[src/rtl/rv32i_isa_pkg.sv]
package rv32i_isa_pkg;

	// ----------------------------------------
	// instruction classes
	// ----------------------------------------

	// one-hot class from the decode stage
	typedef logic [8:0] encoding_t;

	// upper immediate forms
	localparam encoding_t ENCODING_LUI       = 9'b0_0000_0001;
	localparam encoding_t ENCODING_AUIPC     = 9'b0_0000_0010;

	// jumps write the link address
	localparam encoding_t ENCODING_JAL       = 9'b0_0000_0100;
	localparam encoding_t ENCODING_JALR      = 9'b0_0000_1000;

	// conditional branch has no destination
	localparam encoding_t ENCODING_BRANCH    = 9'b0_0001_0000;

	// memory access classes
	localparam encoding_t ENCODING_LOAD      = 9'b0_0010_0000;
	localparam encoding_t ENCODING_STORE     = 9'b0_0100_0000;

	// alu with immediate or register operand
	localparam encoding_t ENCODING_ARITH_IMM = 9'b0_1000_0000;
	localparam encoding_t ENCODING_ARITH_REG = 9'b1_0000_0000;

	// ----------------------------------------
	// func3 codes of the memory classes
	// ----------------------------------------

	typedef logic [2:0] func3_t;

	// loads, signed forms first
	localparam func3_t FUNC3_LOAD_BYTE   = 3'd0;
	localparam func3_t FUNC3_LOAD_HWORD  = 3'd1;
	localparam func3_t FUNC3_LOAD_WORD   = 3'd2;
	// zero extended forms
	localparam func3_t FUNC3_LOAD_UBYTE  = 3'd4;
	localparam func3_t FUNC3_LOAD_UHWORD = 3'd5;

	// stores, only the access size is encoded
	localparam func3_t FUNC3_STORE_BYTE  = 3'd0;
	localparam func3_t FUNC3_STORE_HWORD = 3'd1;
	localparam func3_t FUNC3_STORE_WORD  = 3'd2;

endpackage
[src/rtl/mem_stage_pkg.sv]
package mem_stage_pkg;

	// ----------------------------------------
	// basic widths
	// ----------------------------------------

	// data word and address
	typedef logic [31:0] word_t;

	// register file index
	typedef logic [4:0] reg_idx_t;

	// one enable per byte lane
	typedef logic [3:0] byte_en_t;

	// ----------------------------------------
	// stage bundles
	// ----------------------------------------

	// what execute hands over every cycle
	typedef struct packed {
		logic                     valid;
		rv32i_isa_pkg::encoding_t encoding;
		rv32i_isa_pkg::func3_t    func3;
		reg_idx_t                 fdest;
		// alu result, also the memory address
		word_t                    result;
		// rs2 value for stores
		word_t                    store_data;
	} exec_bundle_t;

	// latched request as seen by the data memory
	typedef struct packed {
		logic                     valid;
		rv32i_isa_pkg::encoding_t encoding;
		rv32i_isa_pkg::func3_t    func3;
		reg_idx_t                 fdest;
		word_t                    result;
		byte_en_t                 byte_en;
		// store data already replicated onto its lanes
		word_t                    lane_data;
		// addressed byte within the word
		logic [1:0]               byte_offset;
		logic                     misaligned;
	} mem_bundle_t;

	// result towards the register file
	typedef struct packed {
		logic     writeback_flag;
		reg_idx_t fdest;
		word_t    writeback_value;
		logic     exception;
	} wb_bundle_t;

endpackage

[src/rtl/exec_latch.sv]
`timescale 1ns/1ns

module exec_latch (
	input  logic                        clk_i,
	input  logic                        rst_n_i,
	input  mem_stage_pkg::exec_bundle_t ex_bundle_i,
	output mem_stage_pkg::mem_bundle_t  mem_bundle_o
);

	import rv32i_isa_pkg::*;
	import mem_stage_pkg::*;

	logic       is_load;
	logic       is_store;
	logic [1:0] addr_lo;
	byte_en_t   byte_en;
	word_t      lane_data;
	logic       misaligned;

	assign is_load  = (ex_bundle_i.encoding == ENCODING_LOAD);
	assign is_store = (ex_bundle_i.encoding == ENCODING_STORE);
	assign addr_lo  = ex_bundle_i.result[1:0];

	// ----------------------------------------
	// store lane steering
	// ----------------------------------------
	always_comb begin
		byte_en   = '0;
		lane_data = ex_bundle_i.store_data;
		if (is_store) begin
			case (ex_bundle_i.func3)
				FUNC3_STORE_BYTE: begin
					// same byte on every lane, enable picks one
					byte_en   = 4'b0001 << addr_lo;
					lane_data = {4{ex_bundle_i.store_data[7:0]}};
				end
				FUNC3_STORE_HWORD: begin
					byte_en   = 4'b0011 << {addr_lo[1], 1'b0};
					lane_data = {2{ex_bundle_i.store_data[15:0]}};
				end
				FUNC3_STORE_WORD: begin
					byte_en = 4'b1111;
				end
				// unknown store size writes nothing
				default: begin
					byte_en = '0;
				end
			endcase
		end
	end

	// ----------------------------------------
	// alignment check
	// ----------------------------------------
	always_comb begin
		misaligned = 1'b0;
		if (is_load) begin
			case (ex_bundle_i.func3)
				FUNC3_LOAD_HWORD, FUNC3_LOAD_UHWORD: misaligned = addr_lo[0];
				FUNC3_LOAD_WORD:                     misaligned = (addr_lo != 2'b00);
				default:                             misaligned = 1'b0;
			endcase
		end else if (is_store) begin
			case (ex_bundle_i.func3)
				FUNC3_STORE_HWORD: misaligned = addr_lo[0];
				FUNC3_STORE_WORD:  misaligned = (addr_lo != 2'b00);
				default:           misaligned = 1'b0;
			endcase
		end
	end

	// control bits
	always_ff @(posedge clk_i) begin
		if (!rst_n_i) begin
			mem_bundle_o.valid      <= 1'b0;
			mem_bundle_o.byte_en    <= '0;
			mem_bundle_o.misaligned <= 1'b0;
		end else begin
			mem_bundle_o.valid      <= ex_bundle_i.valid;
			mem_bundle_o.byte_en    <= byte_en;
			mem_bundle_o.misaligned <= misaligned;
		end
	end

	// payload
	always_ff @(posedge clk_i) begin
		mem_bundle_o.encoding    <= ex_bundle_i.encoding;
		mem_bundle_o.func3       <= ex_bundle_i.func3;
		mem_bundle_o.fdest       <= ex_bundle_i.fdest;
		mem_bundle_o.result      <= ex_bundle_i.result;
		mem_bundle_o.lane_data   <= lane_data;
		mem_bundle_o.byte_offset <= addr_lo;
	end

endmodule

[config.mk]
export PLATFORM = sky130hd
export DESIGN_NAME = exec_latch
export DESIGN_NICKNAME = d
export VERILOG_FILES = /design/src/rtl/rv32i_isa_pkg.sv /design/src/rtl/mem_stage_pkg.sv /design/src/rtl/exec_latch.sv
export SDC_FILE = /design/constraint.sdc
export NUM_CORES = 1
export LEC_CHECK = 0
export BUFFER_PORTS_ARGS = -buffer_cell sky130_fd_sc_hd__buf_2
export CAP_MARGIN = 20
export CORE_MARGIN = 2
export CORE_UTILIZATION = 40
export CTS_CLUSTER_SIZE = 20
export DETAILED_ROUTE_END_ITERATION = 8
export GPL_TIMING_DRIVEN = 0
export PLACE_DENSITY = 0.79
export SYNTH_ARGS = -nofsm -noshare
export SYNTH_HDL_FRONTEND = slang
export SYNTH_SLANG_ARGS = --single-unit
[constraint.sdc]
create_clock -name clk_i -period 1.9 [get_ports clk_i]
set_clock_uncertainty 0.2 [all_clocks]
set_input_delay 0.285 -clock clk_i [delete_from_list [all_inputs] [get_ports clk_i]]
set_output_delay 0.285 -clock clk_i [all_outputs]
set_load 0.03 [all_outputs]
==> results.py <==
metrics = {
    "synthesis": {
        "ys_ff_latch": 87,
        "synth_area_leaders": "dfxtp_1 (72%), mux2_4 (12%), mux2_2 (5.5%)",
        "synthesis.area_mm2": 0.00243,
        "synthFlopType": "dfxtp_1",
        "ys_async_sr_fraction_pct": 0,
        "syn-num-nets": 235,
        "ys_types": 23,
        "synth_top_area_share_pct": 71.5,
        "syn_area_per_cell_um2": 16.1,
        "synth_common_cells": "dfxtp_1 (87), mux2_4 (20), mux2_2 (12), nor3_1 (5), a21oi_1 (4)",
        "yosysSeqAreaShare_pct": 71.5,
        "synth_enable_flop_cells": 0,
        "yosysTopAreaCell": "dfxtp_1",
        "synth-warning-count": 0,
        "syn_inst": 151,
        "synth_most_common_cell": "dfxtp_1",
    },
    "drt": {
        "drt_iter0_drc": 39,
        "routed_wl_um": 7670,
        "detail-route-antenna-nets": 0,
        "wl_per_cell_um": 15.3,
        "first_pass_iters": 4,
        "vias_per_cell": 4.39,
        "route.vias.total": 2200,
        "drc": 0,
    },
    "cells_and_area": {
        "fillCellCount": 386,
        "diodes": 0,
        "drive_gt1_share_pct": 54.7,
        "largestRegisters": "mem_bundle_o (87)",
        "largest_register": "mem_bundle_o",
        "largest_reg_flops": 87,
        "finalNetCount": 505,
        "final_core_utilization_pct": 77.1,
        "syn_to_final_growth_pct": 86.3,
        "layout.cells.non_filler": 501,
    },
    "global_route": {
        "grt_usage_pct": 22.0,
        "overflow": 0,
        "grt_pass1_vias": 2303,
        "grt_pass1_wl_um": 10800,
        "antenna_found_initial": 0,
        "grt_max_degree": 16,
    },
    "worst_hold_path": {
        "hold_depth": 1,
        "hp-class": "input pin to register",
    },
    "die": {
        "io_pins": 173,
        "coreArea_mm2": 0.00589,
        "rows": 28,
        "die_area_mm2": 0.00673,
        "die-height_um": 82.0,
        "die_w_um": 82.0,
        "initial_core_util_pct": 41.4,
    },
    "setup_path": {
        "cp_max_fo": 1,
        "worstPathArrival_ns": 1.65,
        "crit_path_frequent_cell": "dlygate4sd3_1",
        "crit_cells": 4,
        "crit_family": "buffers and inverters",
        "path_cells": "dlygate4sd3_1 -> buf_2 -> and2_1 -> dlygate4sd3_1",
        "max_stage_delay_ns": 0.59,
        "worstSetupEndpoint": "mem_bundle_o[88]",
        "startpoint": "ex_bundle_i[81]",
        "cp_slowest_cell": "dlygate4sd3_1",
        "endpoint_kind": "register",
        "crit_required_ns": 1.92,
        "worst-setup-path-type": "input pin to register",
        "cp.buffers_inverters": 3,
        "cp-start-kind": "input pin",
    },
    "timing": {
        "grt_setup_unrepaired": "no",
        "post-route-period-util_pct": 86.0,
        "period_needed_ns": 1.63,
        "tightest_slew_ns": 0.617,
        "fin_ws_ns": 0.266,
        "slew_viol_final": 0,
        "max_freq_ghz": 0.612,
        "max-slew-margin-rel_pct": 58.9,
        "hold_viol": 0,
        "setup_violations": 0,
    },
    "pwr": {
        "power.share.switching_pct": 25.4,
        "p_seq_share_pct": 49.0,
        "power.density_mw_per_mm2": 872,
        "power_leakage_nw": 2.24,
        "ir_drop_v": 0.000558,
        "clkPwrFrac_pct": 35.2,
        "combPwrFrac_pct": 15.8,
        "power_mw": 3.96,
        "power_switching_mw": 1.00,
        "power.internal_mw": 2.95,
    },
    "cts": {
        "clockRootBuffer": "clkbuf_8",
        "cts_max_level": 3,
        "cts_tree": "done",
        "clock_sinks": 87,
        "clk_pin_slew_worst_paths_ns": 0.09,
        "cts_max_path_buffers": 2,
        "numCtsBuffers": 9,
    },
    "place": {
        "place_worst_setup_slack_ns": -0.115,
        "io_buffers": 172,
        "place_inst": 398,
        "gp_congestion": 0.731,
        "place_hpwl_um": 4360,
    },
    "job": {
        "cap_violations": 0,
    },
    "run_status": {
        "run_status": "finished clean",
    },
}
==> worst min path at each step <==
stage,start,to
after floorplan,ex_bundle_i[7],mem_bundle_o[10]
final,ex_bundle_i[80],mem_bundle_o[87]
after CTS,ex_bundle_i[78],mem_bundle_o[0]
after global placement,ex_bundle_i[55],mem_bundle_o[62]
after global routing,ex_bundle_i[80],mem_bundle_o[87]
after detailed placement,ex_bundle_i[51],mem_bundle_o[58]
==> what timing repair did <==
item / CTS / global route
hold buffers: 83 / 0
hold endpoints to repair: 82 / 0
setup buffers: 0 / 3
setup endpoints to repair: 0 / 20
resized for setup: 0 / 6
==> cell usage in the layout (no fill, tap or decap), types with 2 or more instances in the layout <==
master / Yosys / layout
buf_2: 0 / 171
bufinv_16: 0 / 2
or4b_1: 2 / 2
clkbuf_16: 0 / 2
a21oi_1: 4 / 4
nand2b_1: 2 / 2
dlygate4sd3_1: 0 / 82
dfxtp_1: 87 / 87
buf_12: 0 / 2
mux2_2: 12 / 12
clkbuf_8: 0 / 9
clkinvlp_4: 0 / 3
nor3_1: 5 / 5
mux2_4: 20 / 20
buf_4: 2 / 5
==> metrics by stage <==
stage	cell area (um^2)	setup TNS, ns	hold slack (ns)
2_1_floorplan	2430	0	0.113
3_3_place_gp	3390	-0.808	0.188
3_5_place_dp	3390	-1.30	0.189
4_1_cts	4440	0	0.125
5_1_grt	4540	0	0.0217
6_report	4540	0	0.0332
==> per-layer routing <==
layer  routed length, um  vias to the layer above  GRT usage [%]  share of wire, %
met1                2640                     1006           20.9                34
met4                 146                        0           9.33               1.9
met5                   0                        -              0                 0
met2                4200                      123           43.3                55
li1                    -                     1057              -                 -
met3                 683                       14           6.37               8.9
==> final cells by class <==
class                      instances  area, um^2  share of cell area (%)
timing repair buffer             259        1760                    38.8
sequential                        87        1740                    38.4
multi-input combinational         57         644                    14.2
clock buffer                       9         124                    2.73
clock inverter                     7        96.3                    2.12
tap                               75        93.8                    2.07
buffer                             6        70.1                    1.54
inverter                           1        3.75                  0.0828
==> power by group through the flow <==
stage	Clock, mW	Combinational [mW]	Sequential (mW)
floorplan	0	0.0851	2.17
global placement	0	0.473	1.97
detailed placement	0	0.482	1.98
CTS	1.42	0.615	1.94
global route	1.51	0.661	1.95
finish	1.39	0.624	1.94
==> kinds of logic after synthesis <==
family,after synthesis,synth area share (%)
compound gates,6,1.54
xor+xnor,1,0.360
buf+inv,7,2.31
flops,87,71.5
mux,32,17.9
simple gates,18,6.37
(Power assumes the default switching activity.)
