<file path="src/rtl/rv32i_isa_pkg.sv">
package rv32i_isa_pkg;

	// ----------------------------------------
	// instruction classes
	// ----------------------------------------

	// one-hot class from the decode stage
	typedef logic [8:0] encoding_t;

	// upper immediate forms
	localparam encoding_t ENCODING_LUI       = 9'b0_0000_0001;
	localparam encoding_t ENCODING_AUIPC     = 9'b0_0000_0010;

	// jumps write the link address
	localparam encoding_t ENCODING_JAL       = 9'b0_0000_0100;
	localparam encoding_t ENCODING_JALR      = 9'b0_0000_1000;

	// conditional branch has no destination
	localparam encoding_t ENCODING_BRANCH    = 9'b0_0001_0000;

	// memory access classes
	localparam encoding_t ENCODING_LOAD      = 9'b0_0010_0000;
	localparam encoding_t ENCODING_STORE     = 9'b0_0100_0000;

	// alu with immediate or register operand
	localparam encoding_t ENCODING_ARITH_IMM = 9'b0_1000_0000;
	localparam encoding_t ENCODING_ARITH_REG = 9'b1_0000_0000;

	// ----------------------------------------
	// func3 codes of the memory classes
	// ----------------------------------------

	typedef logic [2:0] func3_t;

	// loads, signed forms first
	localparam func3_t FUNC3_LOAD_BYTE   = 3'd0;
	localparam func3_t FUNC3_LOAD_HWORD  = 3'd1;
	localparam func3_t FUNC3_LOAD_WORD   = 3'd2;
	// zero extended forms
	localparam func3_t FUNC3_LOAD_UBYTE  = 3'd4;
	localparam func3_t FUNC3_LOAD_UHWORD = 3'd5;

	// stores, only the access size is encoded
	localparam func3_t FUNC3_STORE_BYTE  = 3'd0;
	localparam func3_t FUNC3_STORE_HWORD = 3'd1;
	localparam func3_t FUNC3_STORE_WORD  = 3'd2;

endpackage
</file>
<file path="src/rtl/mem_stage_pkg.sv">
package mem_stage_pkg;

	// ----------------------------------------
	// basic widths
	// ----------------------------------------

	// data word and address
	typedef logic [31:0] word_t;

	// register file index
	typedef logic [4:0] reg_idx_t;

	// one enable per byte lane
	typedef logic [3:0] byte_en_t;

	// ----------------------------------------
	// stage bundles
	// ----------------------------------------

	// what execute hands over every cycle
	typedef struct packed {
		logic                     valid;
		rv32i_isa_pkg::encoding_t encoding;
		rv32i_isa_pkg::func3_t    func3;
		reg_idx_t                 fdest;
		// alu result, also the memory address
		word_t                    result;
		// rs2 value for stores
		word_t                    store_data;
	} exec_bundle_t;

	// latched request as seen by the data memory
	typedef struct packed {
		logic                     valid;
		rv32i_isa_pkg::encoding_t encoding;
		rv32i_isa_pkg::func3_t    func3;
		reg_idx_t                 fdest;
		word_t                    result;
		byte_en_t                 byte_en;
		// store data already replicated onto its lanes
		word_t                    lane_data;
		// addressed byte within the word
		logic [1:0]               byte_offset;
		logic                     misaligned;
	} mem_bundle_t;

	// result towards the register file
	typedef struct packed {
		logic     writeback_flag;
		reg_idx_t fdest;
		word_t    writeback_value;
		logic     exception;
	} wb_bundle_t;

endpackage

</file>
<file path="src/rtl/writeback_stage.sv">
`timescale 1ns/1ns

module writeback_stage (
	input  logic                       clk_i,
	input  logic                       rst_n_i,
	input  mem_stage_pkg::mem_bundle_t mem_bundle_i,
	input  mem_stage_pkg::word_t       memory_data_i,
	output mem_stage_pkg::wb_bundle_t  wb_o
);

	import mem_stage_pkg::*;

	logic       route_flag;
	word_t      route_value;
	logic       route_exception;
	wb_bundle_t wb_next;

	stage4_memory_operation router0 (
		.encoding_i        (mem_bundle_i.encoding),
		.func3_i           (mem_bundle_i.func3),
		.fdest_i           (mem_bundle_i.fdest),
		.memory_data_i     (memory_data_i),
		.stage3_result_i   (mem_bundle_i.result),
		.writeback_flag_o  (route_flag),
		.writeback_value_o (route_value),
		.exception_o       (route_exception)
	);

	// ----------------------------------------
	// merge with valid and alignment
	// ----------------------------------------
	always_comb begin
		// empty slot gives an all zero bundle
		wb_next = '0;
		if (mem_bundle_i.valid) begin
			if (mem_bundle_i.misaligned) begin
				// raised whatever the destination register is
				wb_next.exception = 1'b1;
			end else begin
				wb_next.exception = route_exception;
				// index and value only travel with a write
				if (route_flag) begin
					wb_next.writeback_flag  = 1'b1;
					wb_next.fdest           = mem_bundle_i.fdest;
					wb_next.writeback_value = route_value;
				end
			end
		end
	end

	always_ff @(posedge clk_i) begin
		if (!rst_n_i) begin
			wb_o <= '0;
		end else begin
			wb_o <= wb_next;
		end
	end

endmodule

</file>
<file path="src/rtl/stage4_memory_operation.sv">
`timescale 1ns/1ns

module stage4_memory_operation (
	input  rv32i_isa_pkg::encoding_t encoding_i,
	input  rv32i_isa_pkg::func3_t    func3_i,
	input  mem_stage_pkg::reg_idx_t  fdest_i,
	// load word, already shifted to the addressed byte
	input  mem_stage_pkg::word_t     memory_data_i,
	// alu result from execute
	input  mem_stage_pkg::word_t     stage3_result_i,
	// high when the register file takes the value
	output logic                     writeback_flag_o,
	output mem_stage_pkg::word_t     writeback_value_o,
	// load with an unknown func3
	output logic                     exception_o
);

	import rv32i_isa_pkg::*;

	// ----------------------------------------
	// result routing
	// ----------------------------------------
	always_comb begin
		// defaults, nothing written
		writeback_flag_o  = 1'b0;
		writeback_value_o = '0;
		exception_o       = 1'b0;

		// r0 is hardwired, skip it entirely
		if (fdest_i != 5'd0) begin
			case (encoding_i)

				// arithmetic, upper immediates and jump links
				ENCODING_LUI, ENCODING_AUIPC, ENCODING_ARITH_IMM,
				ENCODING_ARITH_REG, ENCODING_JAL, ENCODING_JALR: begin
					writeback_flag_o  = 1'b1;
					writeback_value_o = stage3_result_i;
				end

				// load, size and sign taken from func3
				ENCODING_LOAD: begin
					writeback_flag_o = 1'b1;
					case (func3_i)
						FUNC3_LOAD_BYTE: begin
							writeback_value_o = {{24{memory_data_i[7]}}, memory_data_i[7:0]};
						end
						FUNC3_LOAD_HWORD: begin
							writeback_value_o = {{16{memory_data_i[15]}}, memory_data_i[15:0]};
						end
						FUNC3_LOAD_WORD: begin
							writeback_value_o = memory_data_i;
						end
						FUNC3_LOAD_UBYTE: begin
							writeback_value_o = {24'd0, memory_data_i[7:0]};
						end
						FUNC3_LOAD_UHWORD: begin
							writeback_value_o = {16'd0, memory_data_i[15:0]};
						end

						// codes 3, 6 and 7 are not defined
						default: begin
							writeback_flag_o = 1'b0;
							exception_o      = 1'b1;
						end
					endcase
				end

				// branch and store have no destination
				default: begin
					writeback_flag_o  = 1'b0;
					writeback_value_o = '0;
					exception_o       = 1'b0;
				end

			endcase
		end
	end

endmodule

</file>
<file path="config.mk">
export PLATFORM = sky130hd
export DESIGN_NAME = writeback_stage
export DESIGN_NICKNAME = d
export VERILOG_FILES = /design/src/rtl/rv32i_isa_pkg.sv /design/src/rtl/mem_stage_pkg.sv /design/src/rtl/writeback_stage.sv /design/src/rtl/stage4_memory_operation.sv
export SDC_FILE = /design/constraint.sdc
export NUM_CORES = 1
export LEC_CHECK = 0
export CORE_ASPECT_RATIO = 0.6
export CORE_MARGIN = 2
export CORE_UTILIZATION = 58
export DETAILED_ROUTE_END_ITERATION = 10
export DONT_BUFFER_PORTS = 1
export HOLD_SLACK_MARGIN = 0.12
export PLACE_DENSITY_LB_ADDON = 0.12
export SETUP_SLACK_MARGIN = 0.15
export SLEW_MARGIN = 20
export SYNTH_ARGS = -nofsm -noshare
export SYNTH_HDL_FRONTEND = slang
export SYNTH_SLANG_ARGS = --single-unit
export TNS_END_PERCENT = 5
</file>
<file path="constraint.sdc">
create_clock -name clk_i -period 2.3 [get_ports clk_i]
set_clock_uncertainty 0.05 [all_clocks]
set_input_delay 0.23 -clock clk_i [delete_from_list [all_inputs] [get_ports clk_i]]
set_output_delay 0.23 -clock clk_i [all_outputs]
set_load 0.01 [all_outputs]
</file>
==> summary.txt, run 1 <==
status -> finished, final reports clean
Worst EP required -> 2.48 ns
Nets -> 369
vias in the first global route -> 1753
I/O Pins -> 162
CP max stage delay -> 0.59 ns
register clock-pin slew on the reported worst setup and hold paths -> 0.07 ns
CTS tree -> built
Distinct cells, synth -> 33
final worst path period need -> 1.82 ns
Syn Area/Cell -> 9.44 um^2
Post-CTS Setup Bufs -> 0
Total Wirelength -> 6360 um
Yosys reg bits -> 39
Largest register FFs -> 39
die area -> 3380 um^2
placed insts -> 202
Hold WC Path Type -> in -> reg
synthesis-to-layout area growth -> 49.7%
PortBufs -> 0
Regs by FF count -> wb_o x39
largest net degree at the start of global routing -> 25
Fill cells -> 117
Pleak -> 0.885 nW
global-route wire length before repair -> 8480 um
Max FO, Critical Path -> 8
antenna violations before repair -> 0
warnings from Yosys -> 0
fin. max-slew vios -> 0
cts bufs inserted -> 5
Hold Fails Final Rpt -> 0
final core utilization -> 89.9%
via density per instance -> 6.72
fin crit share -> 79.0%
clock sink count -> 39
hpwl dp -> 3130 um
GP Congestion -> 0.756
Setup Viol. Count Final -> 0
n_diodes -> 0
Power Dens Cells -> 577 nW/um^2
area of the multi-input gates -> 835 um^2
maximum operating frequency -> 550 MHz
GR Util All Layers -> 34.5%
Post-Syn Area -> 1690 um^2
die height -> 45.8 um
FF/Latch Area -> 781 um^2
max-cap violations -> 0
post-synthesis sequential area ratio -> 46.2%
critical path arrival -> 2.00 ns
commonest non-fill, non-tap cell in the layout -> dlygate4sd3_1
VDD IR max -> 0.332 mV
number of non-filler instances in the completed layout -> 281
grt ovf -> 0
hold path start -> mem_bundle_i[77]
critical path type -> in -> reg
core footprint -> 2820 um^2
RSZ-0062 raised after global routing -> false
Worst Hold Path EP -> wb_o[13]
most frequent cells in the layout -> dlygate4sd3_1, dfxtp_1, a21oi_1
Net Count, Synth -> 302
Pwr Total -> 1.46 mW
drt pass-1 iters -> 5
Crit. End Element -> flip-flop
setup TNS -> 0 ns
clock root buffer master -> clkbuf_8
CP Cell Sequence -> or4b_1 -> or4_4 -> nor2_2 -> a22o_1
Starting Density -> 60.0%
CTS max path bufs -> 2
drt wl/cell -> 22.6 um
Gate Count Post-Synth -> 179
DRC Markers -> 0
slowest CP cell -> or4b_1
Worst Tran Pin Value -> 0.636 ns
via count -> 1888
Worst slew margin -> 57.6%
H-tree levels -> 2
row count -> 15
initial DRC count -> 155
Largest Register -> wb_o
hold path cells -> 3
share of cells above drive strength 1 -> 11.7%
post-route ant nets -> 0
Die Span X -> 73.7 um
CP Launch Type -> primary input
-- layout make-up --
| cell class | count | share of cell area (%) |
|---|---|---|
| multi-input cells | 123 | 33.0 |
| flip-flops and latches | 39 | 30.8 |
| clock inverters | 2 | 1.38 |
| clock buffers | 6 | 3.26 |
| well taps | 34 | 1.68 |
| repair buffers | 77 | 29.9 |
-- repair_timing --
action,in CTS,in global routing
hold buffers,69,2
gates resized for setup,0,0
hold endpoints to repair,38,2
-- stage by stage --
stage / instance area [um^2] / hold slack [ns] / worst slack, ns
2_1_floorplan: 1690 / 0.288 / 0.233
3_3_place_gp: 1700 / 0.289 / 0.290
3_5_place_dp: 1700 / 0.293 / 0.260
4_1_cts: 2510 / 0.124 / 0.551
5_1_grt: 2530 / 0.160 / 0.449
6_report: 2530 / 0.149 / 0.483
-- cell usage after synthesis --
master | number | share of area [%]
nor3b_1 | 1 | 0.44
buf_1 | 1 | 0.22
nand2b_1 | 1 | 0.37
a22o_1 | 6 | 3.1
a211oi_1 | 2 | 0.89
o41ai_1 | 1 | 0.52
buf_6 | 4 | 2.7
o21a_1 | 2 | 0.89
and3b_1 | 1 | 0.52
clkbuf_1 | 9 | 2.0
nor2_2 | 1 | 0.37
or3b_2 | 2 | 1.0
o21ai_0 | 3 | 0.89
o211a_1 | 1 | 0.59
nand3_1 | 17 | 5.0
maj3_2 | 1 | 0.67
or4b_1 | 1 | 0.59
o2bb2ai_1 | 15 | 7.8
a2111oi_0 | 2 | 1.0
a2111o_1 | 1 | 0.67
or4_4 | 2 | 1.3
dfxtp_1 | 39 | 46
or4_1 | 1 | 0.44
o22ai_1 | 7 | 2.6
a21oi_1 | 38 | 11
buf_2 | 3 | 0.89
o2bb2ai_2 | 1 | 0.89
nor4_1 | 1 | 0.37
nand2b_4 | 1 | 0.81
nand2_1 | 9 | 2.0
a21o_1 | 1 | 0.44
nor3_1 | 1 | 0.30
o22ai_2 | 3 | 2.2
-- cell families after synthesis --
kind of cell	share of synthesized area, %
buffers and inverters	5.77
adder cells (fa/ha/maj)	0.666
flip-flops	46.2
AO/OA/AOI/OAI	33.8
AND/OR/NAND/NOR	13.6
-- metal layers --
metal,vias to the layer above,part of all wire [%],track usage [%]
met5,-,0,0
met4,0,2.4,12.4
met3,19,9.6,10.4
met2,146,49,61.6
met1,905,39,40.0
li1,818,-,-
-- worst max-delay path, delay by kind of cell --
family,cells,cell delay [ns]
AND/OR/NAND/NOR,3,1.53
AO/OA/AOI/OAI,1,0.23
-- worst max path at each step --
stage,endpoint,from,cells past startpoint,slack [ns]
after global placement,wb_o[5],mem_bundle_i[79],4,0.29
after floorplan,wb_o[26],mem_bundle_i[82],7,0.23
after global routing,wb_o[21],mem_bundle_i[82],5,0.45
after CTS,wb_o[5],mem_bundle_i[79],4,0.55
after detailed placement,wb_o[22],mem_bundle_i[79],4,0.26
final,wb_o[6],mem_bundle_i[79],4,0.48
-- report_power, final --
part           internal (mW)  switching [mW]
sequential             0.676         0.00164
clock                  0.351           0.243
combinational          0.112          0.0769
total                   1.14           0.321
Note: power is estimated with default switching activity, not from simulation.
==> run 2, diff against run 1 <==
ABC_AREA = 1   (was not set)
clock period = 1.7 ns   (was 2.3 ns; I/O delays follow)
==> run 2 against run 1 <==
First-iteration DRC count is 15% lower. Total power is 20% higher. Critical endpoint is now wb_o[15]. Clock power is 3% higher. Highest routed layer unchanged. Largest cell class unchanged. Critical path depth is 4 higher. Combinational power is 15% higher. Sequential power is 35% higher. Non-clock buffer count is 17 lower. Worst setup slack worse by 0.20 ns. Worst hold slack worse by 0.0089 ns. Utilization is 8.4 points lower.
==> summary.txt, run 2 <==
GP Congestion -> 0.774 (was 0.756)
final core utilization -> 81.5% (was 89.9%)
setup TNS -> 0 ns (unchanged)
fin crit share -> 83.2%
share of cells above drive strength 1 -> 10.8% (was 11.7%)
row count -> 16 (was 15)
number of non-filler instances in the completed layout -> 417 (was 281)
cts bufs inserted -> 5 (unchanged)
Int Pwr -> 1.31 mW (was 1.14 mW)
largest net degree at the start of global routing -> 33 (was 25)
H-tree levels -> 2 (unchanged)
Post-synth EDFFs -> 0 (unchanged)
placed insts -> 357 (was 202)
Sw Ratio -> 24.7% (was 22.0%)
metal2 WL -> 2940 um (was 3150 um)
VDD IR max -> 0.597 mV (was 0.332 mV)
M1 wire length -> 2290 um (was 2460 um)
Worst slew margin -> 73.8% (was 57.6%)
fin. max-slew vios -> 0 (unchanged)
drt pass-1 iters -> 4 (was 5)
hpwl dp -> 3580 um (was 3130 um)
global-route wire length before repair -> 9480 um (was 8480 um)
Die Span X -> 81.6 um (was 73.7 um)
CP Launch Type -> primary input (unchanged)
fin worst setup slack -> 0.286 ns (was 0.483 ns)
post-CTS sizing -> 0 (unchanged)
NetSw -> 0.431 mW (was 0.321 mW)
Largest Register -> wb_o (unchanged)
status -> finished, final reports clean (unchanged)
Area contributors post-synth -> dfxtp_1, nand2_1, nand3_1, inv_1, nor2_1 (was dfxtp_1, a21oi_1, o2bb2ai_1, nand3_1, a22o_1)
Pleak -> 1.24 nW (was 0.885 nW)
die height -> 50.6 um (was 45.8 um)
Starting Density -> 62.3% (was 60.0%)
Fill cells -> 241 (was 117)
met3 wire len -> 560 um (was 611 um)
area of the multi-input gates -> 1010 um^2 (was 835 um^2)
most common cell in the netlist -> nand2_1 (was dfxtp_1)
Pwr Total -> 1.75 mW (was 1.46 mW)
top cell type's share of synthesized area -> 37.3% (was 46.2%)
WHS -> 0.140 ns (was 0.149 ns)
DRC Markers -> 0 (unchanged)
Largest register FFs -> 39 (unchanged)
CTS tree -> built (unchanged)
initial DRC count -> 131 (was 155)
Distinct cells, synth -> 19 (was 33)
Yosys reg bits -> 39 (unchanged)
Place WS -> 0.305 ns (was 0.260 ns)
FF/Latch Area -> 781 um^2 (unchanged)
Total Wirelength -> 5950 um (was 6360 um)
antenna violations before repair -> 0 (unchanged)
register clock-pin slew on the reported worst setup and hold paths -> 0.07 ns (about the same)
DR top layer -> met4 (unchanged)
commonest non-fill, non-tap cell in the layout -> nand2_1 (was dlygate4sd3_1)
power share of the clock group -> 35.1% (was 40.7%)
Syn Area/Cell -> 6.57 um^2 (was 9.44 um^2)
Hold Fails Final Rpt -> 0 (unchanged)
Main synth FF type -> dfxtp_1 (unchanged)
Worst EP required -> 1.88 ns (was 2.48 ns)
clock root buffer master -> clkbuf_8 (unchanged)
most frequent cells in the layout -> nand2_1, inv_1, dlygate4sd3_1 (was dlygate4sd3_1, dfxtp_1, a21oi_1)
post-synthesis sequential area ratio -> 37.3% (was 46.2%)
core footprint -> 3360 um^2 (was 2820 um^2)
grt ovf -> 0 (unchanged)
Worst Tran Pin Value -> 0.391 ns (was 0.636 ns)
Gate Count Post-Synth -> 319 (was 179)
Max FO, Critical Path -> 12 (was 8)
post-route ant nets -> 0 (unchanged)
Sequential Power Share -> 52.4% (was 46.4%)
critical path arrival -> 1.59 ns (was 2.00 ns)
vias in the first global route -> 2044 (was 1753)
synth cell count leaders -> nand2_1, inv_1, nand3_1 (was dfxtp_1, a21oi_1, nand3_1)
CTS max path bufs -> 2 (unchanged)
Setup Viol. Count Final -> 0 (unchanged)
critical path type -> in -> reg (unchanged)
GR Util All Layers -> 30.2% (was 34.5%)
via count -> 2148 (was 1888)
clock sink count -> 39 (unchanged)
Crit. End Element -> flip-flop (unchanged)
Nets -> 494 (was 369)
warnings from Yosys -> 0 (unchanged)
via density per instance -> 5.15 (was 6.72)
final worst path period need -> 1.41 ns
synthesis-to-layout area growth -> 30.9% (was 49.7%)
maximum operating frequency -> 707 MHz
Synth area leader -> dfxtp_1 (unchanged)
Async S/R FF share, synth -> 0% (unchanged)
Post-Syn Area -> 2100 um^2 (was 1690 um^2)
Net Count, Synth -> 442 (was 302)
placed cell area -> 2140 um^2 (was 1700 um^2)
PortBufs -> 0 (unchanged)
I/O Pins -> 162 (unchanged)
Regs by FF count -> wb_o x39 (unchanged)
n_diodes -> 0 (unchanged)
RSZ-0062 raised after global routing -> false (unchanged)
Hold WC Path Type -> in -> reg (unchanged)
max-cap violations -> 0 (unchanged)
die area -> 4130 um^2 (was 3380 um^2)
power share of the combinational group -> 12.5% (was 12.9%)
drt wl/cell -> 14.3 um (was 22.6 um)
Power Dens Cells -> 636 nW/um^2 (was 577 nW/um^2)
post-route cell area -> 2740 um^2 (was 2530 um^2)
==> run 2: area by class of cell <==
class | count | area share, %
tap | 45 | 2.05
sequential | 39 | 28.5
inverter | 56 | 7.66
timing repair buffer | 60 | 22.0
clock inverter | 2 | 0.456
multi-input combinational | 209 | 36.7
clock buffer | 6 | 2.65
==> run 2: metal layers <==
layer  global-route usage [%]  vias to the layer above
met1                     35.0                      946
met5                        0                        -
met2                     53.0                      117
met4                     11.9                        0
met3                     8.27                       19
li1                         -                     1066
==> run 2: power by group through the flow <==
stage	clock (mW)	sequential (mW)	combinational (mW)
finish	0.613	0.915	0.217
floorplan	0	0.936	0.0964
detailed placement	0	0.936	0.113
CTS	0.625	0.915	0.208
global route	0.657	0.915	0.238
global placement	0	0.936	0.110
==> run 2: worst paths after layout <==
check	start	to	slack (ns)	cells past startpoint
worst max-delay path	mem_bundle_i[88]	wb_o[15]	0.29	8
worst min-delay path	memory_data_i[15]	wb_o[16]	0.14	6
==> run 2: critical path: stages <==
cell and delay [ns]:
dlygate4sd3_1 0.52, nand2_1 0.06, inv_1 0.07, o21ai_0 0.10, nor2_1 0.21, nand2_2 0.13, buf_4 0.20, nor2_1 0.13
==> run 2: cell families after synthesis <==
logic type / after synthesis / share of synthesized area (%)
DFF: 39 / 37.3
buffers and inverters: 71 / 14.8
and+or+nand+nor: 196 / 44.3
AOI/OAI and AO/OA: 13 / 3.64
==> run 2: what timing repair did <==
action                                  4_1_cts  5_1_grt
endpoints found under the hold margin        38        0
setup buffers                                 0        1
endpoints found under the setup margin        0       31
hold buffers                                 51        0
==> run 3, diff against run 2 <==
ABC_AREA = 0   (was 1)
clock period = 1.44 ns   (was 1.7 ns; I/O delays follow)
==> run 3 against run 2 <==
The run now fails in global routing (5_1_grt). Area after synthesis down 19%. Synthesized cell count down 44%.
==> summary.txt, run 3 <==
Main synth FF type -> dfxtp_1 (unchanged)
H-tree levels -> 2 (unchanged)
Synth Area in Simple Gates -> 13.6% (was 44.3%)
halt point of the flow -> global routing (5_1_grt)
top cell type's share of synthesized area -> 46.2% (was 37.3%)
area fraction in compound gates after synthesis -> 33.8% (was 3.64%)
Gate Count Post-Synth -> 179 (was 319)
I/O Pins -> 162 (unchanged)
Synth area leader -> dfxtp_1 (unchanged)
cts bufs inserted -> 5 (unchanged)
warnings from Yosys -> 0 (unchanged)
mux cell area share after synthesis -> 0% (unchanged)
Starting Density -> 60.0% (was 62.3%)
status -> aborted with a tool error (was finished, final reports clean)
GRT worst endpoint -> wb_o[25]$_SDFF_PP0_/D
hpwl dp -> 3310 um (was 3580 um)
largest family of logic cells by synthesized area -> compound AO/OA/AOI/OAI gates (was simple AND/OR/NAND/NOR gates)
Net Count, Synth -> 302 (was 442)
Async S/R FF share, synth -> 0% (unchanged)
Post-Syn Area -> 1690 um^2 (was 2100 um^2)
Yosys reg bits -> 39 (unchanged)
post-synthesis sequential area ratio -> 46.2% (was 37.3%)
clock root buffer master -> clkbuf_8 (unchanged)
Post-CTS Setup Bufs -> 0 (unchanged)
grt ovf -> 24
GP Congestion -> 0.763 (was 0.774)
row count -> 15 (was 16)
Distinct cells, synth -> 33 (was 19)
Die Span X -> 73.7 um (was 81.6 um)
synth cell count leaders -> dfxtp_1, a21oi_1, nand3_1 (was nand2_1, inv_1, nand3_1)
Synth Area in Adders -> 0.666% (was 0%)
Post-synth EDFFs -> 0 (unchanged)
most common cell in the netlist -> dfxtp_1 (was nand2_1)
Syn Area/Cell -> 9.44 um^2 (was 6.57 um^2)
XOR/XNOR Fraction of Synth Area -> 0% (unchanged)
PortBufs -> 0 (unchanged)
clock sink count -> 39 (unchanged)
Area contributors post-synth -> dfxtp_1, a21oi_1, o2bb2ai_1, nand3_1, a22o_1 (was dfxtp_1, nand2_1, nand3_1, inv_1, nor2_1)
die height -> 45.8 um (was 50.6 um)
largest net degree at the start of global routing -> 25
Place WS -> -0.523 ns (was 0.305 ns)
stop err -> [ERROR GRT-0232] Routing congestion too high. Check the congestion heatmap in the GUI.
GR Util All Layers -> 76.8%
placed insts -> 211 (was 357)
WEP type -> register data pin
CTS max path bufs -> 2 (unchanged)
## run 3: changes by cell type after synthesis, moves of 10 or more
cell	previous run	this run
nor2_1	41	0
o2bb2ai_1	0	15
o21ai_1	10	0
nand2_1	84	9
nor2_4	12	0
inv_1	54	0
a21oi_1	0	38
nand3_1	50	17
## run 3: layer usage
metal / GRT usage, % / overflow
met4: 83.3 / 13
met2: 92.7 / 10
met5: 17.5 / 0
met3: 62.4 / 1
met1: 76.3 / 0
## run 3: logic make-up after synthesis
group,count (synthesis)
DFF,39
adders and majority gates,1
and+or+nand+nor,39
buffers and inverters,17
AOI/OAI and AO/OA,83
## run 3: metrics by stage
step | hold slack (ns) | cell area (um^2)
after CTS | 0.129 | 2720
after floorplan | 0.202 | 1690
after detailed placement | 0.208 | 1780
after global placement | 0.202 | 1780
## run 3: timing repair
action                                  in CTS
hold endpoints to repair                    38
hold buffers                                74
pin swaps                                    7
cloned                                       3
endpoints found under the setup margin      38
resized for setup                            9
==> run 4, diff against run 3 <==
CORE_ASPECT_RATIO = not set   (was 0.6)
CORE_UTILIZATION = 40   (was 58)
HOLD_SLACK_MARGIN = not set   (was 0.12)
PLACE_DENSITY_LB_ADDON = 0.15   (was 0.12)
SETUP_SLACK_MARGIN = not set   (was 0.15)
==> run 4 against run 3 <==
The flow now finishes, with violations (setup timing).
==> summary.txt, run 4 (synthesis gave the netlist of run 1 again) <==
status -> finished with violations (was aborted with a tool error)
failing checks -> setup timing
Max FO, Critical Path -> 6
number of non-filler instances in the completed layout -> 293
M1 wire length -> 2220 um
drt pass-1 iters -> 4
share of cells above drive strength 1 -> 23.9%
DR top layer -> met4
vias in the first global route -> 1894
I/O Pins -> 162 (unchanged)
setup TNS -> -2.13 ns
CP Cell Sequence -> or4_4 -> or4_4 -> nand2b_4 -> o2bb2ai_2
fin crit share -> 107%
Die Span X -> 69.0 um (was 73.7 um)
max-cap violations -> 0
final core utilization -> 64.8%
GP Congestion -> 0.820 (was 0.763)
clock sink count -> 39 (unchanged)
critical path arrival -> 1.70 ns
via density per instance -> 5.96
Crit. End Element -> flip-flop
Largest Register -> wb_o
Starting Density -> 42.0% (was 60.0%)
row count -> 23 (was 15)
drt wl/cell -> 20.1 um
CTS max path bufs -> 2 (unchanged)
Hold WC Path Type -> in -> reg
VDD IR max -> 0.456 mV
most frequent cells in the layout -> dlygate4sd3_1, dfxtp_1, a21oi_1
Power Dens Cells -> 826 nW/um^2
die area -> 4760 um^2
Worst Tran Pin Value -> 0.472 ns
fin worst setup slack -> -0.0986 ns
final worst path period need -> 1.54 ns
Worst slew margin -> 68.3%
Nets -> 365
via count -> 1746
global-route wire length before repair -> 9360 um
die height -> 69.0 um (was 45.8 um)
Hold Fails Final Rpt -> 0
synthesis-to-layout area growth -> 54.5%
maximum operating frequency -> 650 MHz
commonest non-fill, non-tap cell in the layout -> dlygate4sd3_1
clock root buffer master -> clkbuf_8 (unchanged)
Setup Viol. Count Final -> 38
slowest CP cell -> or4_4
post-route ant nets -> 0
RSZ-0062 raised after global routing -> true
antenna violations before repair -> 0
cell mode on critical path -> or4_4
grt ovf -> 0
PortBufs -> 0 (unchanged)
CP max stage delay -> 0.62 ns
Worst EP required -> 1.60 ns
n_diodes -> 0
cts bufs inserted -> 5 (unchanged)
critical path type -> in -> reg
met3 wire len -> 513 um
register clock-pin slew on the reported worst setup and hold paths -> 0.08 ns
Regs by FF count -> wb_o x39
WHS -> 0.00402 ns
Pleak -> 0.916 nW
largest net degree at the start of global routing -> 19
H-tree levels -> 2 (unchanged)
Largest register FFs -> 39
DRC Markers -> 0
Total Wirelength -> 5890 um
fin. max-slew vios -> 0
hpwl dp -> 3560 um (was 3310 um)
Fill cells -> 346
GR Util All Layers -> 24.7%
placed insts -> 227 (was 211)
metal2 WL -> 3000 um
CTS tree -> built
core footprint -> 4030 um^2
CP Launch Type -> primary input
Place WS -> -0.528 ns (was -0.523 ns)
initial DRC count -> 70
run 4: path summary, 6_finish.rpt:
check | start | depth (start not counted) | slack, ns | end
hold / removal | memory_data_i[11] | 2 | 0.004 | wb_o[12]
setup / recovery | mem_bundle_i[82] | 4 | -0.1 | wb_o[32]
run 4: area by class of cell:
class / count / area (um^2) / area share [%]
Clock buffer: 8 / 100 / 3.83
Multi-Input combinational cell: 126 / 975 / 37.3
Timing Repair Buffer: 70 / 693 / 26.5
Tap cell: 50 / 62.6 / 2.40
Sequential cell: 39 / 781 / 29.9
run 4: critical path, delay by kind of cell:
| family | cells | cell delay (ns) |
|---|---|---|
| AND/OR/NAND/NOR | 3 | 1.38 |
| AO/OA/AOI/OAI | 1 | 0.17 |
run 4: power breakdown:
group,internal [mW],switching (mW),total (mW)
registers,1.08,0.00269,1.08
logic,0.157,0.116,0.273
clock network,0.437,0.364,0.801
run 4: through the flow:
step,cell area (um^2),power [mW]
after global placement,1790,1.24
after floorplan,1690,1.21
final,2610,2.16
after detailed placement,1790,1.25
after global routing,2610,2.25
after CTS,2530,2.16
run 4: what timing repair did:
action | in CTS | in global routing
pin swaps | 12 | 2
endpoints found under the hold margin | 38 | 0
hold buffers | 51 | 0
setup endpoints to repair | 32 | 38
setup buffers | 1 | 0
gates cloned | 5 | 1
resized for setup | 18 | 11
run 4: per-layer routing:
layer	GRT usage, %	vias up
met4	10.9	0
met2	43.8	86
met1	25.9	833
li1	-	813
met3	9.36	14
met5	0	-
